## src/rtl/i2c_defines.svh

```systemverilog
`ifndef I2C_DEFINES_SVH
`define I2C_DEFINES_SVH

// byte width on the bus
`define I2C_DATA_W      8

// scl phase length counter
`define I2C_PRESCALE_W  16

// input filter sampling rate counter
`define I2C_DFSR_W      6

`endif
```

## src/rtl/i2c_pkg.sv

```systemverilog
`include "i2c_defines.svh"

package i2c_pkg;

    // byte-level commands from the host
    typedef enum logic [3:0] {
        CMD_IDLE    = 4'd0,
        CMD_START   = 4'd1,
        CMD_WRITE   = 4'd2,
        CMD_READ    = 4'd3,
        CMD_RD_ACK  = 4'd4,   // take slave ack after a write
        CMD_WR_ACK  = 4'd5,   // master ack after a read
        CMD_WR_NAK  = 4'd6,
        CMD_RESTART = 4'd7,
        CMD_STOP    = 4'd8
    } i2c_cmd_e;

    // bit-level commands to the bit controller
    typedef enum logic [2:0] {
        BIT_IDLE    = 3'd0,
        BIT_START   = 3'd1,
        BIT_WRITE   = 3'd2,
        BIT_READ    = 3'd3,
        BIT_RESTART = 3'd4,
        BIT_STOP    = 3'd5
    } i2c_bit_cmd_e;

    typedef struct packed {
        logic                       enable;
        logic [`I2C_PRESCALE_W-1:0] prescale;
        logic [`I2C_DFSR_W-1:0]     dfsr;
    } i2c_cfg_t;

    typedef struct packed {
        logic scl;
        logic sda;
    } i2c_line_t;

    typedef struct packed {
        logic scl_o;
        logic scl_oen;   // 1 releases the line
        logic sda_o;
        logic sda_oen;
    } i2c_pad_t;

    typedef struct packed {
        logic cmd_ack;
        logic ack;
        logic al;
        logic busy;
    } i2c_status_t;

endpackage

```

## src/rtl/i2c_master_top.sv

```systemverilog
`timescale 1ns/1ps
`include "i2c_defines.svh"

module i2c_master_top (
    input  logic                       i_sysclk,
    input  logic                       i_rst_n,
    input  logic                       i_enable,
    input  logic [`I2C_PRESCALE_W-1:0] i_prescale,
    input  logic [`I2C_DFSR_W-1:0]     i_dfsr,
    input  logic                       i_cmd_trig,
    input  i2c_pkg::i2c_cmd_e          i_cmd,
    input  logic [`I2C_DATA_W-1:0]     i_data,
    output i2c_pkg::i2c_status_t       o_status,
    output logic [`I2C_DATA_W-1:0]     o_data,
    input  logic                       i_scl,
    output logic                       o_scl,
    output logic                       o_scl_oen,
    input  logic                       i_sda,
    output logic                       o_sda,
    output logic                       o_sda_oen
);

    i2c_pkg::i2c_cfg_t  cfg;
    i2c_pkg::i2c_line_t pad_line;   // raw pad inputs
    i2c_pkg::i2c_pad_t  pad;

    assign cfg.enable   = i_enable;
    assign cfg.prescale = i_prescale;
    assign cfg.dfsr     = i_dfsr;

    assign pad_line.scl = i_scl;
    assign pad_line.sda = i_sda;

    assign o_scl     = pad.scl_o;
    assign o_scl_oen = pad.scl_oen;
    assign o_sda     = pad.sda_o;
    assign o_sda_oen = pad.sda_oen;

    i2c_byte_ctl u_byte_ctl (
        .i_sysclk   (i_sysclk),
        .i_rst_n    (i_rst_n),
        .i_cfg      (cfg),
        .i_cmd_trig (i_cmd_trig),
        .i_cmd      (i_cmd),
        .i_data     (i_data),
        .o_status   (o_status),
        .o_data     (o_data),
        .i_line     (pad_line),
        .o_pad      (pad)
    );

endmodule

```

## src/rtl/i2c_byte_ctl.sv

```systemverilog
`timescale 1ns/1ps
`include "i2c_defines.svh"

module i2c_byte_ctl (
    input  logic                   i_sysclk,
    input  logic                   i_rst_n,
    input  i2c_pkg::i2c_cfg_t      i_cfg,
    input  logic                   i_cmd_trig,
    input  i2c_pkg::i2c_cmd_e      i_cmd,
    input  logic [`I2C_DATA_W-1:0] i_data,
    output i2c_pkg::i2c_status_t   o_status,
    output logic [`I2C_DATA_W-1:0] o_data,
    input  i2c_pkg::i2c_line_t     i_line,
    output i2c_pkg::i2c_pad_t      o_pad
);

    localparam int               CNT_W   = $clog2(`I2C_DATA_W);
    localparam logic [CNT_W-1:0] CNT_MAX = CNT_W'(`I2C_DATA_W - 1);
    localparam int               MSB     = `I2C_DATA_W - 1;

    i2c_pkg::i2c_cmd_e      cur_cmd;
    i2c_pkg::i2c_bit_cmd_e  bit_cmd;
    logic                   bit_din;
    logic                   bit_done;
    logic                   bit_dout;
    logic                   bit_al;
    logic [`I2C_DATA_W-1:0] shift_r;
    logic [CNT_W-1:0]       bit_cnt;
    logic                   cmd_ack;
    logic                   ack_r;
    logic                   bus_busy;
    i2c_pkg::i2c_line_t     filt_line;

    assign o_status.cmd_ack = cmd_ack;
    assign o_status.ack     = ack_r;
    assign o_status.al      = bit_al;     // seen one clock ahead of cmd_ack
    assign o_status.busy    = bus_busy;

    always_ff @(posedge i_sysclk or negedge i_rst_n) begin
        if (!i_rst_n) begin
            cur_cmd <= i2c_pkg::CMD_IDLE;
            bit_cmd <= i2c_pkg::BIT_IDLE;
            bit_din <= 1'b1;
            shift_r <= '1;
            bit_cnt <= CNT_MAX;
            cmd_ack <= 1'b0;
            ack_r   <= 1'b0;
            o_data  <= '1;
        end else if (!i_cfg.enable) begin
            cur_cmd <= i2c_pkg::CMD_IDLE;
            bit_cmd <= i2c_pkg::BIT_IDLE;
            bit_din <= 1'b1;
            bit_cnt <= CNT_MAX;
            cmd_ack <= 1'b0;
            ack_r   <= 1'b0;
            o_data  <= '1;
        end else begin
            bit_cmd <= i2c_pkg::BIT_IDLE;   // bit commands are single pulses
            cmd_ack <= 1'b0;
            if (i_cmd_trig) begin
                cur_cmd <= i_cmd;
                bit_cnt <= CNT_MAX;
                case (i_cmd)
                    i2c_pkg::CMD_START: begin
                        bit_cmd <= i2c_pkg::BIT_START;
                    end
                    i2c_pkg::CMD_WRITE: begin
                        shift_r <= i_data;
                        bit_din <= i_data[MSB];   // msb first
                        bit_cmd <= i2c_pkg::BIT_WRITE;
                    end
                    i2c_pkg::CMD_READ, i2c_pkg::CMD_RD_ACK: begin
                        bit_din <= 1'b1;
                        bit_cmd <= i2c_pkg::BIT_READ;
                    end
                    i2c_pkg::CMD_WR_ACK: begin
                        bit_din <= 1'b0;
                        bit_cmd <= i2c_pkg::BIT_WRITE;
                    end
                    i2c_pkg::CMD_WR_NAK: begin
                        bit_din <= 1'b1;
                        bit_cmd <= i2c_pkg::BIT_WRITE;
                    end
                    i2c_pkg::CMD_RESTART: begin
                        bit_cmd <= i2c_pkg::BIT_RESTART;
                    end
                    i2c_pkg::CMD_STOP: begin
                        bit_cmd <= i2c_pkg::BIT_STOP;
                    end
                    default: begin
                        cmd_ack <= 1'b1;   // nothing to put on the bus
                    end
                endcase
            end
            if (bit_done) begin
                if (bit_al) begin
                    cmd_ack <= 1'b1;
                    cur_cmd <= i2c_pkg::CMD_IDLE;
                end else begin
                    case (cur_cmd)
                        i2c_pkg::CMD_WRITE: begin
                            if (bit_cnt == '0) begin
                                cmd_ack <= 1'b1;
                            end else begin
                                bit_cnt <= bit_cnt - 1'b1;
                                shift_r <= {shift_r[MSB-1:0], 1'b1};
                                bit_din <= shift_r[MSB-1];
                                bit_cmd <= i2c_pkg::BIT_WRITE;
                            end
                        end
                        i2c_pkg::CMD_READ: begin
                            shift_r <= {shift_r[MSB-1:0], bit_dout};
                            if (bit_cnt == '0) begin
                                o_data  <= {shift_r[MSB-1:0], bit_dout};
                                cmd_ack <= 1'b1;
                            end else begin
                                bit_cnt <= bit_cnt - 1'b1;
                                bit_cmd <= i2c_pkg::BIT_READ;
                            end
                        end
                        i2c_pkg::CMD_RD_ACK: begin
                            ack_r   <= bit_dout;   // 0 means slave acked
                            cmd_ack <= 1'b1;
                        end
                        i2c_pkg::CMD_STOP: begin
                            o_data  <= '1;
                            cmd_ack <= 1'b1;
                        end
                        default: begin
                            cmd_ack <= 1'b1;
                        end
                    endcase
                end
            end
        end
    end

    i2c_input_filter u_filter (
        .i_sysclk (i_sysclk),
        .i_rst_n  (i_rst_n),
        .i_cfg    (i_cfg),
        .i_line   (i_line),
        .o_line   (filt_line),
        .o_busy   (bus_busy)
    );

    i2c_bit_ctl u_bit_ctl (
        .i_sysclk  (i_sysclk),
        .i_rst_n   (i_rst_n),
        .i_cfg     (i_cfg),
        .i_bit_cmd (bit_cmd),
        .i_din     (bit_din),
        .o_done    (bit_done),
        .o_dout    (bit_dout),
        .o_al      (bit_al),
        .i_line    (filt_line),
        .o_pad     (o_pad)
    );

endmodule

```

## src/rtl/i2c_bit_ctl.sv

```systemverilog
`timescale 1ns/1ps
`include "i2c_defines.svh"

module i2c_bit_ctl (
    input  logic                  i_sysclk,
    input  logic                  i_rst_n,
    input  i2c_pkg::i2c_cfg_t     i_cfg,
    input  i2c_pkg::i2c_bit_cmd_e i_bit_cmd,
    input  logic                  i_din,
    output logic                  o_done,
    output logic                  o_dout,
    output logic                  o_al,
    input  i2c_pkg::i2c_line_t    i_line,
    output i2c_pkg::i2c_pad_t     o_pad
);

    localparam i2c_pkg::i2c_pad_t PAD_REL = '{
        scl_o:   1'b0,
        scl_oen: 1'b1,
        sda_o:   1'b0,
        sda_oen: 1'b1
    };

    logic [`I2C_PRESCALE_W-1:0] clk_cnt;
    logic                       active;
    logic [1:0]                 phase;     // A=0 .. D=3
    i2c_pkg::i2c_bit_cmd_e      kind;
    logic                       din_q;
    logic                       stall;
    logic                       smp_pt;
    logic                       lost;

    // pad levels for one phase of one command
    function automatic i2c_pkg::i2c_pad_t phase_pad(
        input i2c_pkg::i2c_bit_cmd_e cmd,
        input logic [1:0]            ph,
        input logic                  din,
        input logic                  scl_now
    );
        logic scl_rel;
        logic sda_rel;
        scl_rel = 1'b1;
        sda_rel = 1'b1;
        case (cmd)
            i2c_pkg::BIT_START: begin
                scl_rel = (ph != 2'd3);
                sda_rel = (ph <= 2'd1);   // sda falls in C with scl high
            end
            i2c_pkg::BIT_RESTART: begin
                scl_rel = (ph == 2'd0) ? scl_now : (ph != 2'd3);
                sda_rel = (ph <= 2'd1);
            end
            i2c_pkg::BIT_STOP: begin
                scl_rel = (ph != 2'd0);
                sda_rel = (ph >= 2'd2);   // sda rises in C with scl high
            end
            i2c_pkg::BIT_WRITE: begin
                scl_rel = (ph == 2'd1) || (ph == 2'd2);
                sda_rel = din;
            end
            i2c_pkg::BIT_READ: begin
                scl_rel = (ph == 2'd1) || (ph == 2'd2);
                sda_rel = 1'b1;
            end
            default: begin
                scl_rel = 1'b1;
                sda_rel = 1'b1;
            end
        endcase
        return '{scl_o: 1'b0, scl_oen: scl_rel, sda_o: 1'b0, sda_oen: sda_rel};
    endfunction

    // slave holding scl low after release
    assign stall = o_pad.scl_oen & ~i_line.scl;

    // end of phase B is the middle of scl high
    assign smp_pt = (phase == 2'd1) &&
                    ((kind == i2c_pkg::BIT_WRITE) || (kind == i2c_pkg::BIT_READ));
    assign lost   = smp_pt && (kind == i2c_pkg::BIT_WRITE) && o_pad.sda_oen && !i_line.sda;

    always_ff @(posedge i_sysclk or negedge i_rst_n) begin
        if (!i_rst_n) begin
            clk_cnt <= '0;
            active  <= 1'b0;
            phase   <= 2'd0;
            kind    <= i2c_pkg::BIT_IDLE;
            din_q   <= 1'b1;
            o_done  <= 1'b0;
            o_dout  <= 1'b1;
            o_al    <= 1'b0;
            o_pad   <= PAD_REL;
        end else if (!i_cfg.enable) begin
            clk_cnt <= '0;
            active  <= 1'b0;
            phase   <= 2'd0;
            kind    <= i2c_pkg::BIT_IDLE;
            o_done  <= 1'b0;
            o_al    <= 1'b0;
            o_pad   <= PAD_REL;
        end else begin
            o_done <= 1'b0;
            o_al   <= 1'b0;
            if (!active) begin
                if (i_bit_cmd != i2c_pkg::BIT_IDLE) begin
                    active  <= 1'b1;
                    kind    <= i_bit_cmd;
                    din_q   <= i_din;
                    phase   <= 2'd0;
                    clk_cnt <= i_cfg.prescale;
                    o_pad   <= phase_pad(i_bit_cmd, 2'd0, i_din, o_pad.scl_oen);
                end
            end else if (stall) begin
                clk_cnt <= i_cfg.prescale;   // count only once scl is seen high
            end else if (clk_cnt != '0) begin
                clk_cnt <= clk_cnt - 1'b1;
            end else begin
                clk_cnt <= i_cfg.prescale;
                if (smp_pt) begin
                    o_dout <= i_line.sda;
                end
                if (lost) begin
                    o_al   <= 1'b1;
                    o_done <= 1'b1;
                    active <= 1'b0;
                    o_pad  <= PAD_REL;   // back off the bus
                end else if (phase == 2'd3) begin
                    o_done <= 1'b1;
                    active <= 1'b0;
                end else begin
                    phase <= phase + 2'd1;
                    o_pad <= phase_pad(kind, phase + 2'd1, din_q, o_pad.scl_oen);
                end
            end
        end
    end

endmodule

```

## src/rtl/i2c_input_filter.sv

```systemverilog
`timescale 1ns/1ps
`include "i2c_defines.svh"

module i2c_input_filter (
    input  logic               i_sysclk,
    input  logic               i_rst_n,
    input  i2c_pkg::i2c_cfg_t  i_cfg,
    input  i2c_pkg::i2c_line_t i_line,
    output i2c_pkg::i2c_line_t o_line,
    output logic               o_busy
);

    logic [`I2C_DFSR_W-1:0] smp_cnt;
    logic                   smp_stb;
    logic [2:0]             scl_sr;
    logic [2:0]             sda_sr;
    i2c_pkg::i2c_line_t     line_q;    // filtered value one clock back
    logic                   sta_det;
    logic                   sto_det;

    function automatic logic maj3(input logic [2:0] v);
        return (v[0] & v[1]) | (v[0] & v[2]) | (v[1] & v[2]);
    endfunction

    assign smp_stb = (smp_cnt == '0);

    always_ff @(posedge i_sysclk or negedge i_rst_n) begin
        if (!i_rst_n) begin
            smp_cnt <= '0;
            scl_sr  <= 3'b111;
            sda_sr  <= 3'b111;
            o_line  <= '{scl: 1'b1, sda: 1'b1};
        end else if (smp_stb) begin
            smp_cnt    <= i_cfg.dfsr;
            scl_sr     <= {scl_sr[1:0], i_line.scl};
            sda_sr     <= {sda_sr[1:0], i_line.sda};
            o_line.scl <= maj3(scl_sr);   // one glitch sample is outvoted
            o_line.sda <= maj3(sda_sr);
        end else begin
            smp_cnt <= smp_cnt - 1'b1;
        end
    end

    // start and stop seen on the filtered lines
    assign sta_det = line_q.sda & ~o_line.sda & line_q.scl & o_line.scl;
    assign sto_det = ~line_q.sda & o_line.sda & line_q.scl & o_line.scl;

    always_ff @(posedge i_sysclk or negedge i_rst_n) begin
        if (!i_rst_n) begin
            line_q <= '{scl: 1'b1, sda: 1'b1};
            o_busy <= 1'b0;
        end else begin
            line_q <= o_line;
            if (sta_det) begin
                o_busy <= 1'b1;
            end else if (sto_det) begin
                o_busy <= 1'b0;
            end
        end
    end

endmodule

```

## config.mk

```make
export PLATFORM = sky130hd
export DESIGN_NAME = i2c_master_top
export DESIGN_NICKNAME = d
export VERILOG_FILES = /design/src/rtl/i2c_pkg.sv /design/src/rtl/i2c_master_top.sv /design/src/rtl/i2c_byte_ctl.sv /design/src/rtl/i2c_bit_ctl.sv /design/src/rtl/i2c_input_filter.sv
export VERILOG_INCLUDE_DIRS = /design/src /design/src/rtl
export SDC_FILE = /design/constraint.sdc
export NUM_CORES = 1
export LEC_CHECK = 0
export ABC_AREA = 0
export BUFFER_PORTS_ARGS = -buffer_cell sky130_fd_sc_hd__buf_4
export CAP_MARGIN = 40
export CORE_MARGIN = 4
export CORE_UTILIZATION = 52
export CTS_CLUSTER_DIAMETER = 100
export CTS_CLUSTER_SIZE = 28
export DETAILED_ROUTE_END_ITERATION = 10
export PLACE_DENSITY = 0.71
export SYNTH_ARGS = -nofsm -noshare
export SYNTH_HDL_FRONTEND = slang
export SYNTH_SLANG_ARGS = --single-unit
```

## constraint.sdc

```tcl
create_clock -name i_sysclk -period 4.4 [get_ports i_sysclk]
set_clock_uncertainty 0.2 [all_clocks]
set_input_delay 0.66 -clock i_sysclk [delete_from_list [all_inputs] [get_ports i_sysclk]]
set_output_delay 0.66 -clock i_sysclk [all_outputs]
set_load 0.01 [all_outputs]
```

**Word-level counts from Yosys, hierarchy flattened**

Cells that the tools add are included.

- Muxes and demuxes: 95
- $mul: 0
- Bitwise operators: 23
- Add/subtract/negate cells: 4
- Equal/unequal tests: 41
- Reductions and logical operators: 30
- Order comparisons: 2
- Shift-type cells: 0
- Divide/modulo/power cells: 0

Operators by type and width:

| kind | count |
|---|---|
| $mux 16 | 5 |
| $mux 8 | 9 |
| $mux 3 | 15 |
| $mux 4 | 11 |
| $mux 1 | 38 |
| $pmux 8 s2 | 2 |
| $eq 4x3->1 const B | 5 |
| $eq 4x2->1 const B | 4 |
| $reduce_bool 16->1 | 1 |
| $sub 16x1->16 const B | 1 |
| $ne 3x3->1 const B | 5 |
| $pmux 3 s5 | 1 |
| $mux 2 | 7 |
| $and 1x1->1 | 13 |
| $eq 3x2->1 const B | 4 |
| $eq 3x3->1 const B | 4 |
| $reduce_and 5->1 | 2 |
| $reduce_or 3->1 | 3 |
| $eq 4x4->1 const B | 2 |
| $reduce_and 4->1 | 2 |
| $reduce_or 2->1 | 4 |
| $reduce_or 8->1 | 1 |
| $logic_not 6->1 | 1 |
| $mux 6 | 1 |
| other kinds (31) | 54 |

- Bits in registers: 76
- Bits in read-only memories: 0
- Latch bits: 0
- Output and inout port bits: 16
- Memories: 0
- Bits of input ports: 40
- Logic and storage cells: 223
- Memory bits (writable): 0

**Depth between registers and ports, before layout**

Gate-level depths: netlist of the first run.

- Depth after elaboration: 11
- Mapped depth: 9
- Gate-level depth less buffers: 7

**Cells and area by module**

From an unflattened synthesis of the first run, not the netlist that was laid out.

- Cells, all modules: 415
- Area, all modules: 4262.8 um2

By module, submodules not included:

| module | times used | cells an instance | area each (um2) |
|---|---|---|---|
| i2c_bit_ctl | 1 | 220 | 2019.4 |
| i2c_byte_ctl | 1 | 139 | 1486.4 |
| i2c_input_filter | 1 | 56 | 757.0 |

**Least setup slack after synthesis of the first run**

No wires, ideal clock.

- Path type: reg-to-reg
- From: reg u_byte_ctl.u_bit_ctl.clk_cnt[0]
- To: reg u_byte_ctl.u_bit_ctl.clk_cnt[14]
- Arrival: 1.828 ns
- Cell stages (with the launch flop): 10
- Library setup time: 0.128 ns
- Setup slack: 2.244 ns
- Path through: dfrtp_1 -> inv_1 -> ha_1 -> nor4b_1 -> and4_1 -> buf_6 -> nor3_4 -> buf_6 -> mux2i_1 -> o22ai_1

- Longest elaborated chain between the ends: 5
- Elaborated cells between the ends (all ways): 6
- Classes of those cells: add/sub: 1; mux: 4; reduce/logical: 1

Ends and longest elaborated chain:

| what | RTL line | RTL |
|---|---|---|
| from (decl) | i2c_bit_ctl.sv:24 | `` logic [`I2C_PRESCALE_W-1:0] clk_cnt; `` |
| from (signal assigned) | i2c_bit_ctl.sv:109 | `clk_cnt <= i_cfg.prescale;` |
| from (signal assigned) | i2c_bit_ctl.sv:113 | `clk_cnt <= i_cfg.prescale;` |
| from (signal assigned) | i2c_bit_ctl.sv:115 | `clk_cnt <= clk_cnt - 1'b1;` |
| $sub 16x1->16 / $reduce_bool 16->1 (equally long branches) | i2c_bit_ctl.sv:115, i2c_bit_ctl.sv:114 |  |
| $mux 16 (*) | i2c_bit_ctl.sv:114 | `end else if (clk_cnt != '0) begin` |
| $mux 16 (*) | i2c_bit_ctl.sv:112 | `end else if (stall) begin` |
| $mux 16 (*) | i2c_bit_ctl.sv:103 | `if (!active) begin` |
| $mux 16 (*) | i2c_bit_ctl.sv:92 | `end else if (!i_cfg.enable) begin` |

Mark *: on every way between the ends. The rest lies on a longest branch, timed or not.
A chain may end at the register's enable or synchronous reset.

**Worst setup path in the final report of the first run**

- From: reg u_byte_ctl.u_bit_ctl.active
- To: reg u_byte_ctl.u_bit_ctl.clk_cnt[15]

- Longest elaborated chain between the ends: 2
- Elaborated cells between the ends (all ways): 3
- Classes of those cells: eq/ne: 1; mux: 2

Ends and longest elaborated chain:

| what | RTL line | RTL |
|---|---|---|
| from (decl) | i2c_bit_ctl.sv:25 | `logic active;` |
| from (signal assigned) | i2c_bit_ctl.sv:84 | `active <= 1'b0;` |
| from (signal assigned) | i2c_bit_ctl.sv:94 | `active <= 1'b0;` |
| from (signal assigned) | i2c_bit_ctl.sv:105 | `active <= 1'b1;` |
| $mux 16 | i2c_bit_ctl.sv:103 |  |
| $mux 16 | i2c_bit_ctl.sv:92 |  |

Parallel ways exist; a longest one is shown, timed or not.

==> results.cfg, run 1 <==
[status]
status = finished clean

[synth]
synth_seq_cells = 73
ys_warn_count = 0
syn_area_per_cell_um2 = 9.58
async_reset_ff_share_pct = 100
synthDistinctLibCells = 58
syn_area_um2 = 4060
yosysTopAreaCell = dfrtp_1
yosysSeqAreaShare_pct = 46.0
synth_top_area_share_pct = 24.6
synth_edf_count = 0
synth.area.top_cells = dfrtp_1 25%, dfstp_2 21%, mux2i_1 4.9%, nor2_1 4.6%, a21oi_1 3.8%
synth_ff_type = dfrtp_1
synth_cells = 424

[critical_path]
cp_top_family = simple AND/OR/NAND/NOR gates
regToRegSetupSlack_ns = 1.98
crit_path_max_fanout = 16
critPathCaptureType = flip-flop
arrival_ns = 2.46
critPathSlowestCell = nand2b_1
crit_type = flip-flop to flip-flop
cp.required_ns = 4.43
path_cells = nor4_1 > nand2b_1 > nor3b_1 > a211o_1
max_stage_delay_ns = 0.64
path_buf_inv = 0
worst_setup_path_start_kind = flip-flop

[cts]
cts_setup_buffers = 0
cts-resized-gates = 0
cts_tree = yes
cts_root_buf = clkbuf_8
clk_path_buf_depth = 2
cts_htree_levels = 3
clkLatencyLatePin_ns = 0.34
path_clk_slew_ns = 0.08
clock-sinks = 73
holdBufCountCts = 0
cts_buffers = 9

[global_route]
grt_overflow = 0
grt_max_degree = 45
antenna_found_initial = 0
grt_pass1_wl_um = 14700
grt_pass1_vias = 3081
grt_usage_pct = 20.2

[floorplan]
rows = 31
die_area_um2 = 9290
dieWidth_um = 96.4
pin_count = 56
initial_core_util_pct = 54.8
die_h_um = 96.4
core_area_um2 = 7410

[drt]
wirelength_um = 8610
first_pass_iters = 4
wl_per_cell_um = 15.0
vias = 3252
remaining_drc_errors = 0
vias_per_cell = 5.68
ant_nets = 0
drt-initial-drc-count = 130

[power_and_ir_drop]
peakVddDrop_v = 0.000237
p_sw_uw = 571
p_leak_uw = 0.00196
finalPower_uw = 1810
clockPowerShare_pct = 27.7
p_sw_share_pct = 31.5
comb_power_share_pct = 22.0
p_int_uw = 1240
p_seq_share_pct = 50.4
power_density_nw_per_um2 = 386

[placed_design]
numPortBuffers = 53
place_congestion = 0.879
dp.cells = 557
hpwlAfterDp_um = 6180

[timing]
fmax_mhz = 413
maxSlewViolCount = 0
finalSetupTns_ns = 0
hold_violations = 0
setup_viol = 0
min_period_ns = 2.42
grt_setup_unrepaired = no
worst_slew_pin_slew_ns = 0.684
fin_crit_sh_pct = 55.1
slew_headroom_pct = 54.4

[finish]
syn_to_final_growth_pct = 15.4
diodes = 0
drive_gt1_share_pct = 25.7
nNetsFinal = 517
layout.cells.non_filler = 573

[job]
maxCapViolations = 0

[worst_hold_path]
hold_class = input port to async pin
==> power groups by stage <==
stage	Combinational [uW]	Clock (uW)	Sequential (uW)
finish	398	501	912
global route	450	555	931
CTS	400	517	911
detailed placement	399	0	923
global placement	386	0	919
floorplan	315	0	891
==> cells by family (layout without fill, tap and decap cells) <==
group | after synthesis | after routing | synth area share [%]
multiplexers | 31 | 31 | 7.98
AO/OA/AOI/OAI | 106 | 106 | 16.8
XOR/XNOR | 6 | 6 | 1.29
buffers and inverters | 42 | 91 | 4.90
other | 1 | 2 | 0.0923
AND/OR/NAND/NOR | 157 | 157 | 20.5
flip-flops | 73 | 73 | 46.0
adder cells (fa/ha/maj) | 8 | 8 | 2.46
==> state kept, by name, indices dropped and copies added, names as in the netlist, 3 cells and up <==
name / flops
u_byte_ctl.u_bit_ctl.clk_cnt: 16
u_byte_ctl.o_data: 8
u_byte_ctl.shift_r: 7
u_byte_ctl.u_filter.smp_cnt: 6
u_byte_ctl.cur_cmd: 4
u_byte_ctl.bit_cmd: 3
u_byte_ctl.bit_cnt: 3
u_byte_ctl.u_bit_ctl.kind: 3
u_byte_ctl.u_filter.scl_sr: 3
u_byte_ctl.u_filter.sda_sr: 3
==> metal layers <==
layer  share of wire (%)  track usage (%)
met4                0.81             6.43
met3                 4.5             3.95
met5                   0                0
met2                  46             30.8
met1                  48             29.1
==> worst register-to-register path: cells and delay by family (launching register included) <==
family	cells	cell delay, ns
and+or+nand+nor	3	1.39
AOI/OAI and AO/OA	1	0.25
DFF	1	0.49
==> placed cells by master (no fill, tap or decap), types with 3 or more instances in the layout <==
cell,synthesis,routed
nand2_1,29,29
nand4_1,5,5
a21oi_1,31,31
o31ai_1,7,7
o2bb2ai_1,8,8
dfstp_2,33,33
mux2_2,11,11
nand3b_1,3,3
nor3_1,15,15
nor2b_1,6,6
and2_1,4,4
clkbuf_8,0,9
buf_4,6,53
mux2i_1,20,20
nor2_1,50,50
o22a_1,8,8
nand2b_1,6,6
nor3b_1,4,4
nor4_1,4,4
xnor2_1,4,4
nand3_1,9,9
inv_1,18,18
a31oi_1,4,4
o22ai_1,13,13
and3_1,3,3
ha_1,8,8
dfrtp_1,40,40
or3_1,5,5
o21ai_0,20,20
==> metrics by stage <==
| step | hold WS, ns | cell area, um2 | util [%] | setup slack, ns |
|---|---|---|---|---|
| 2_1_floorplan | 0.164 | 4070 | - | 2.24 |
| 3_3_place_gp | 0.195 | 4460 | 60.2 | 1.77 |
| 3_5_place_dp | 0.200 | 4500 | 60.7 | 1.80 |
| 4_1_cts | 0.0327 | 4690 | 63.3 | 1.99 |
| 5_1_grt | 0.0439 | 4690 | 63.3 | 1.75 |
| 6_report | 0.0297 | 4690 | 63.3 | 1.98 |
==> cell type report <==
type / count / area [um2]
clock inverter: 5 / 36.3
clock buffer: 11 / 153
inverter: 19 / 71.3
multi-input combinational: 310 / 2000
fill: 652 / 2720
sequential: 73 / 1870
tap: 99 / 124
timing repair buffer: 56 / 438
==> cells in the mapped netlist, drive strengths merged (5+ instances only) <==
master	instances
nand3	9
nand2b	6
nor2	50
inv	18
buf	11
mux2i	20
nor2b	6
or3	5
nor4	7
a21oi	31
clkbuf	12
o22a	8
o31ai	7
nand2	29
o21ai	20
o2bb2ai	8
nand4	5
ha	8
mux2	11
dfrtp	40
nor3	17
dfstp	33
o22ai	13
==> final timing paths <==
path,startpoint,end,cells past startpoint
min reg2reg,u_byte_ctl.u_filter.o_line[1],u_byte_ctl.u_filter.line_q[1],0
max in group asynchronous,i_rst_n,u_byte_ctl.bit_din,2
max reg2reg,u_byte_ctl.u_bit_ctl.active,u_byte_ctl.u_bit_ctl.clk_cnt[15],4
min,i_rst_n,u_byte_ctl.u_bit_ctl.clk_cnt[10],1
min in group i_sysclk,u_byte_ctl.u_filter.o_line[1],u_byte_ctl.u_filter.line_q[1],0
max,u_byte_ctl.u_bit_ctl.active,u_byte_ctl.u_bit_ctl.clk_cnt[15],4
Note: power is estimated with default switching activity, not from simulation.
==> inputs of run 2 (changes only) <==
==> constraint.sdc (replaced) <==
create_clock -name i_sysclk -period 2.25 [get_ports i_sysclk]
set_clock_uncertainty 0.2 [all_clocks]
set_input_delay 0.3375 -clock i_sysclk [delete_from_list [all_inputs] [get_ports i_sysclk]]
set_output_delay 0.3375 -clock i_sysclk [all_outputs]
set_load 0.01 [all_outputs]
==> run 2 against run 1 <==
Largest cell class unchanged. Worst setup slack lost 1.9 ns. Die area is the same. Wire length rose by 9.2%. Fmax up 12%. Non-clock buffer count grew 30. Core utilization up 4.6 points. Critical endpoint is now u_byte_ctl.u_bit_ctl.clk_cnt[6]. Combinational power up 120%. Critical path depth rose by 4. Global-route usage grew 1.0 points. Sequential power up 96%. Clock-buffer cell count increased by 2.
==> results.cfg, run 2 (synthesized netlist as in run 1, its figures left out) <==
[power_and_ir_drop]
peakVddDrop_v = 0.000844
finalPower_uw = 3920
p_leak_uw = 0.00215
power_density_nw_per_um2 = 780

[global_route]
grt_pass1_vias = 3336
grt_overflow = 0
grt_max_degree = 46
antenna_found_initial = 0
grt_pass1_wl_um = 15500
grt_usage_pct = 21.3

[critical_path]
r2r_start = u_byte_ctl.u_bit_ctl.clk_cnt[0]
max_stage_delay_ns = 0.42
worst_setup_path_start_kind = flip-flop
r2r-end = u_byte_ctl.u_bit_ctl.clk_cnt[6]
cp.required_ns = 2.28
critPathCaptureType = flip-flop
crit_path_max_fanout = 6
regToRegSetupSlack_ns = 0.09
critPathSlowestCell = dfrtp_1
crit_type = flip-flop to flip-flop
arrival_ns = 2.19
path_cells = inv_2 > ha_4 > nor4b_4 > and4_4 > nor3_4 > buf_6 > mux2i_1 > o22ai_1
reg2reg_depth = 8

[timing]
finalSetupTns_ns = 0
setup_viol = 0
maxSlewViolCount = 0
fin_crit_sh_pct = 95.9
hold_violations = 0
worst_slew_pin_slew_ns = 0.570
hold-worst-slack_ns = 0.0328
slew_headroom_pct = 61.7
min_period_ns = 2.16
fmax_mhz = 463

[worst_hold_path]
hold_path_depth = 3
hold_class = input port to flip-flop
min_to = u_byte_ctl.u_filter.smp_cnt[1]
holdCritStartpoint = i_dfsr[1]

[finish]
final_cell_mix = 78 x buf_4, 50 x nor2_1, 40 x dfrtp_1
diodes = 0
final_util_pct = 67.9
nNetsFinal = 547
largest_register_ffs = 16
drive_gt1_share_pct = 30.8
reg.largest.list = u_byte_ctl.u_bit_ctl.clk_cnt (16), u_byte_ctl.o_data (8), u_byte_ctl.shift_r (7)
regMostFlops = u_byte_ctl.u_bit_ctl.clk_cnt
syn_to_final_growth_pct = 23.7
final_common_cell = buf_4

[cts]
cts_tree = yes
cts_htree_levels = 3
clock-sinks = 73
cts_root_buf = clkbuf_8
clk_path_buf_depth = 2
path_clk_slew_ns = 0.08
cts_buffers = 9
clkLatencyLatePin_ns = 0.34

[drt]
vias_per_cell = 5.70
wl_per_cell_um = 15.6
ant_nets = 0
remaining_drc_errors = 0
drt-initial-drc-count = 155
first_pass_iters = 4
vias = 3437
wirelength_um = 9390

[floorplan]
pin_count = 56
dieWidth_um = 96.4
die_h_um = 96.4
die_area_um2 = 9290
core_area_um2 = 7410
initial_core_util_pct = 54.8
rows = 31

[placed_design]
place_congestion = 0.852
hpwlAfterDp_um = 6650
numPortBuffers = 53

[status]
status = finished clean

[job]
maxCapViolations = 0
-- run 2: worst max path at each step --
stage               slack, ns                            start                               end  depth (start not counted)
finish                   0.09  u_byte_ctl.u_bit_ctl.clk_cnt[0]   u_byte_ctl.u_bit_ctl.clk_cnt[6]                          8
detailed placement      0.005  u_byte_ctl.u_bit_ctl.clk_cnt[0]   u_byte_ctl.u_bit_ctl.clk_cnt[6]                          8
global placement         0.04            u_byte_ctl.bit_cnt[0]              u_byte_ctl.o_data[4]                          6
floorplan                0.09  u_byte_ctl.u_bit_ctl.clk_cnt[0]  u_byte_ctl.u_bit_ctl.clk_cnt[14]                          9
global route           -0.004  u_byte_ctl.u_bit_ctl.clk_cnt[0]   u_byte_ctl.u_bit_ctl.clk_cnt[8]                          8
CTS                     0.001  u_byte_ctl.u_bit_ctl.clk_cnt[0]   u_byte_ctl.u_bit_ctl.clk_cnt[5]                          8
-- run 2: area by class of cell --
class	instances	area [um2]
fill	583	2380
tap	99	124
timing repair buffer	86	674
sequential	73	1870
multi-input combinational	310	2040
clock inverter	3	68.8
clock buffer	13	180
inverter	19	71.3
-- run 2: what timing repair did --
item                                    4_1_cts  5_1_grt
endpoints found under the setup margin        3       20
buffers inserted                              0        5
resized for setup                             2       12
hold buffers                                  1        2
pin swaps                                     0        3
hold endpoints to repair                     10        2
-- run 2: routing by layer --
layer	vias up	part of all wire (%)	global-route usage (%)
li1	1686	-	-
met1	1688	47	29.9
met2	54	48	33.4
met3	9	4.3	4.80
met4	0	1.2	5.37
met5	-	0	0
-- run 2: metrics by stage --
stage | area, um2 | setup WS [ns] | std cells
after floorplan | 4070 | 0.0939 | 425
final | 5030 | 0.0919 | 603
after detailed placement | 4660 | 0.00494 | 579
after CTS | 4920 | 0.00137 | 596
after global routing | 5030 | -0.00425 | 603
after global placement | 4650 | 0.0423 | 578
-- run 2: critical path, delay by kind of cell, from the launching register on --
kind,cells,cell delay (ns)
fa+ha+maj,1,0.15
compound gates,1,0.09
mux,1,0.20
simple gates,3,0.71
buf+inv,2,0.28
flops,1,0.42
-- run 2: report_power, final --
group	switching (uW)	total [uW]	internal, uW	leakage, uW
combinational	452	891	439	0.00115
sequential	203	1790	1590	0.000873
clock	484	1240	758	0.000125
==> inputs of run 3 (changes only) <==
--- a/config.mk
+++ b/config.mk
@@ -8,13 +8,13 @@
 export LEC_CHECK = 0
 export ABC_AREA = 0
 export BUFFER_PORTS_ARGS = -buffer_cell sky130_fd_sc_hd__buf_4
-export CAP_MARGIN = 40
+export CAP_MARGIN = 5
 export CORE_MARGIN = 4
-export CORE_UTILIZATION = 52
+export CORE_UTILIZATION = 58
 export CTS_CLUSTER_DIAMETER = 100
 export CTS_CLUSTER_SIZE = 28
 export DETAILED_ROUTE_END_ITERATION = 10
-export PLACE_DENSITY = 0.71
+export PLACE_DENSITY = 0.78
 export SYNTH_ARGS = -nofsm -noshare
 export SYNTH_HDL_FRONTEND = slang
 export SYNTH_SLANG_ARGS = --single-unit
==> run 3 against run 2 <==
Sequential cell count unchanged. Final area decreased by 1.0%. Fmax decreased by 0.41%. Non-clock buffer count decreased by 1. Sequential power about the same. Critical path type unchanged. Global-route usage increased by 2.0 points. Sequential share of layout area increased by 0.39 points. Die area decreased by 9.5%. Via count decreased by 0.90%. Clock power decreased by 6%.
==> results.cfg, run 3 (synthesized netlist as in run 1, its figures left out) <==
[status]
status = finished clean

[timing]
worst_slew_pin_slew_ns = 0.646
min_period_ns = 2.17
maxSlewViolCount = 0
fin_crit_sh_pct = 96.3
grt_setup_unrepaired = yes
timing.final.ws_setup_ns = 0.0829
slew_headroom_pct = 56.7
setup_viol = 0
fmax_mhz = 461
hold_violations = 0

[placed_design]
dp_slack_ns = -0.133
place_congestion = 0.862
numPortBuffers = 53
hpwlAfterDp_um = 6520
dp.cells = 579
placed_cell_area_um2 = 4680

[critical_path]
r2r_start = u_byte_ctl.u_bit_ctl.clk_cnt[13]
worst_setup_path_start_kind = flip-flop
r2r-end = u_byte_ctl.u_bit_ctl.clk_cnt[0]
cp.required_ns = 2.32
regToRegSetupSlack_ns = 0.08
arrival_ns = 2.24
critPathCaptureType = flip-flop
cp-endpoint = u_byte_ctl.u_bit_ctl.clk_cnt[0]
reg2reg_depth = 6
crit_type = flip-flop to flip-flop
crit_path_max_fanout = 8
critPathLaunch = u_byte_ctl.u_bit_ctl.clk_cnt[13]

[power_and_ir_drop]
p_sw_uw = 1160
p_int_uw = 2670
peakVddDrop_v = 0.000655
p_sw_share_pct = 30.3
clockPowerShare_pct = 30.3
comb_power_share_pct = 23.3
power_density_nw_per_um2 = 771
p_seq_share_pct = 46.4
p_leak_uw = 0.00213

[cts]
cts_buffers = 9
clkLatencyLatePin_ns = 0.35
clock-sinks = 73
cts_htree_levels = 3
cts_tree = yes
clk_path_buf_depth = 2
path_clk_slew_ns = 0.08
cts_root_buf = clkbuf_8

[floorplan]
core_area_um2 = 6790
die_area_um2 = 8410
initial_core_util_pct = 59.8
pin_count = 56
die_h_um = 91.7
dieWidth_um = 91.7
rows = 30

[global_route]
grt_usage_pct = 23.2
busiest_layer = met2
grt_pass1_vias = 3353
grt_overflow = 0
met3_usage_pct = 6.15
met1_usage_pct = 31.0
grt_pass1_wl_um = 15700
globalRouteMet2Util_pct = 37.1
antenna_found_initial = 0
grt_max_degree = 41

[drt]
vias_per_cell = 5.69
wl_per_cell_um = 15.7
vias = 3406
wirelength_um = 9400
remaining_drc_errors = 0
ant_nets = 0
first_pass_iters = 5
drt-initial-drc-count = 204

[finish]
diodes = 0
final_common_cell = buf_4
layout.cells.non_filler = 599
final_cell_mix = 81 x buf_4, 50 x nor2_1, 40 x dfrtp_1
nNetsFinal = 546
drive_gt1_share_pct = 30.4
regMostFlops = u_byte_ctl.u_bit_ctl.clk_cnt
reg.largest.list = u_byte_ctl.u_bit_ctl.clk_cnt (16), u_byte_ctl.o_data (8), u_byte_ctl.shift_r (7)
syn_to_final_growth_pct = 22.5
final_area_um2 = 4970
largest_register_ffs = 16

[job]
maxCapViolations = 0

[worst_hold_path]
hold_class = input port to flip-flop
[run 3: changes by cell type in the layout (fill, tap and decap cells not counted), sizes merged]
cell and change:
clkbuf -2, dlygate4sd3 -1, inv -1, clkinv +3
[run 3: worst min path at each step]
stage | startpoint | to | slack [ns] | cells after the start
2_1_floorplan | i_rst_n | u_byte_ctl.ack_r | -0.16 | 0
4_1_cts | i_dfsr[2] | u_byte_ctl.u_filter.smp_cnt[2] | 0.002 | 3
5_1_grt | i_scl | u_byte_ctl.u_filter.scl_sr[0] | 0.006 | 2
3_3_place_gp | i_rst_n | u_byte_ctl.u_bit_ctl.clk_cnt[12] | 0.11 | 1
6_report | i_dfsr[2] | u_byte_ctl.u_filter.smp_cnt[2] | 0.01 | 3
3_5_place_dp | i_rst_n | u_byte_ctl.u_bit_ctl.clk_cnt[11] | 0.10 | 1
[run 3: power by group through the flow]
stage          clock network [uW]  registers, uW  logic, uW
6_report                     1160           1780        896
5_1_grt                      1250           1820       1010
4_1_cts                      1180           1780        879
3_5_place_dp                    0           1790        863
3_3_place_gp                    0           1780        834
2_1_floorplan                   0           1740        616
[run 3: per-stage QoR]
step	utilization (%)	setup TNS [ns]	total power [uW]	hold slack, ns
4_1_cts	72.7	0	3830	0.00246
2_1_floorplan	-	0	2360	-0.158
3_5_place_dp	68.9	-0.688	2660	0.105
3_3_place_gp	68.9	-0.266	2620	0.106
5_1_grt	73.2	-0.0220	4080	0.00623
6_report	73.2	0	3840	0.0134
[run 3: worst max-delay path, cell delays in order (launching register included)]
cell	delay, ns
dfrtp_1	0.46
nor4_4	0.38
and4_4	0.31
nor3_4	0.06
buf_6	0.15
or3b_1	0.36
a31oi_1	0.15
[run 3: area by class of cell]
class	instances	area [um2]
multi-input combinational	310	2040
sequential	73	1870
fill	517	1820
timing repair buffer	85	659
clock buffer	11	141
tap	96	120
clock inverter	5	78.8
inverter	19	71.3
[run 3: timing repair]
item	in CTS	in global routing
setup endpoints to repair	6	13
gates cloned	0	0
endpoints found under the hold margin	21	1
gates resized for setup	3	5
hold buffers	1	1
setup buffers	2	0
pin swaps	1	3
[run 3: layer usage]
| layer | vias up | wire length (um) |
|---|---|---|
| li1 | 1673 | - |
| met4 | 0 | 102 |
| met5 | - | 0 |
| met3 | 12 | 451 |
| met2 | 79 | 4620 |
| met1 | 1642 | 4220 |
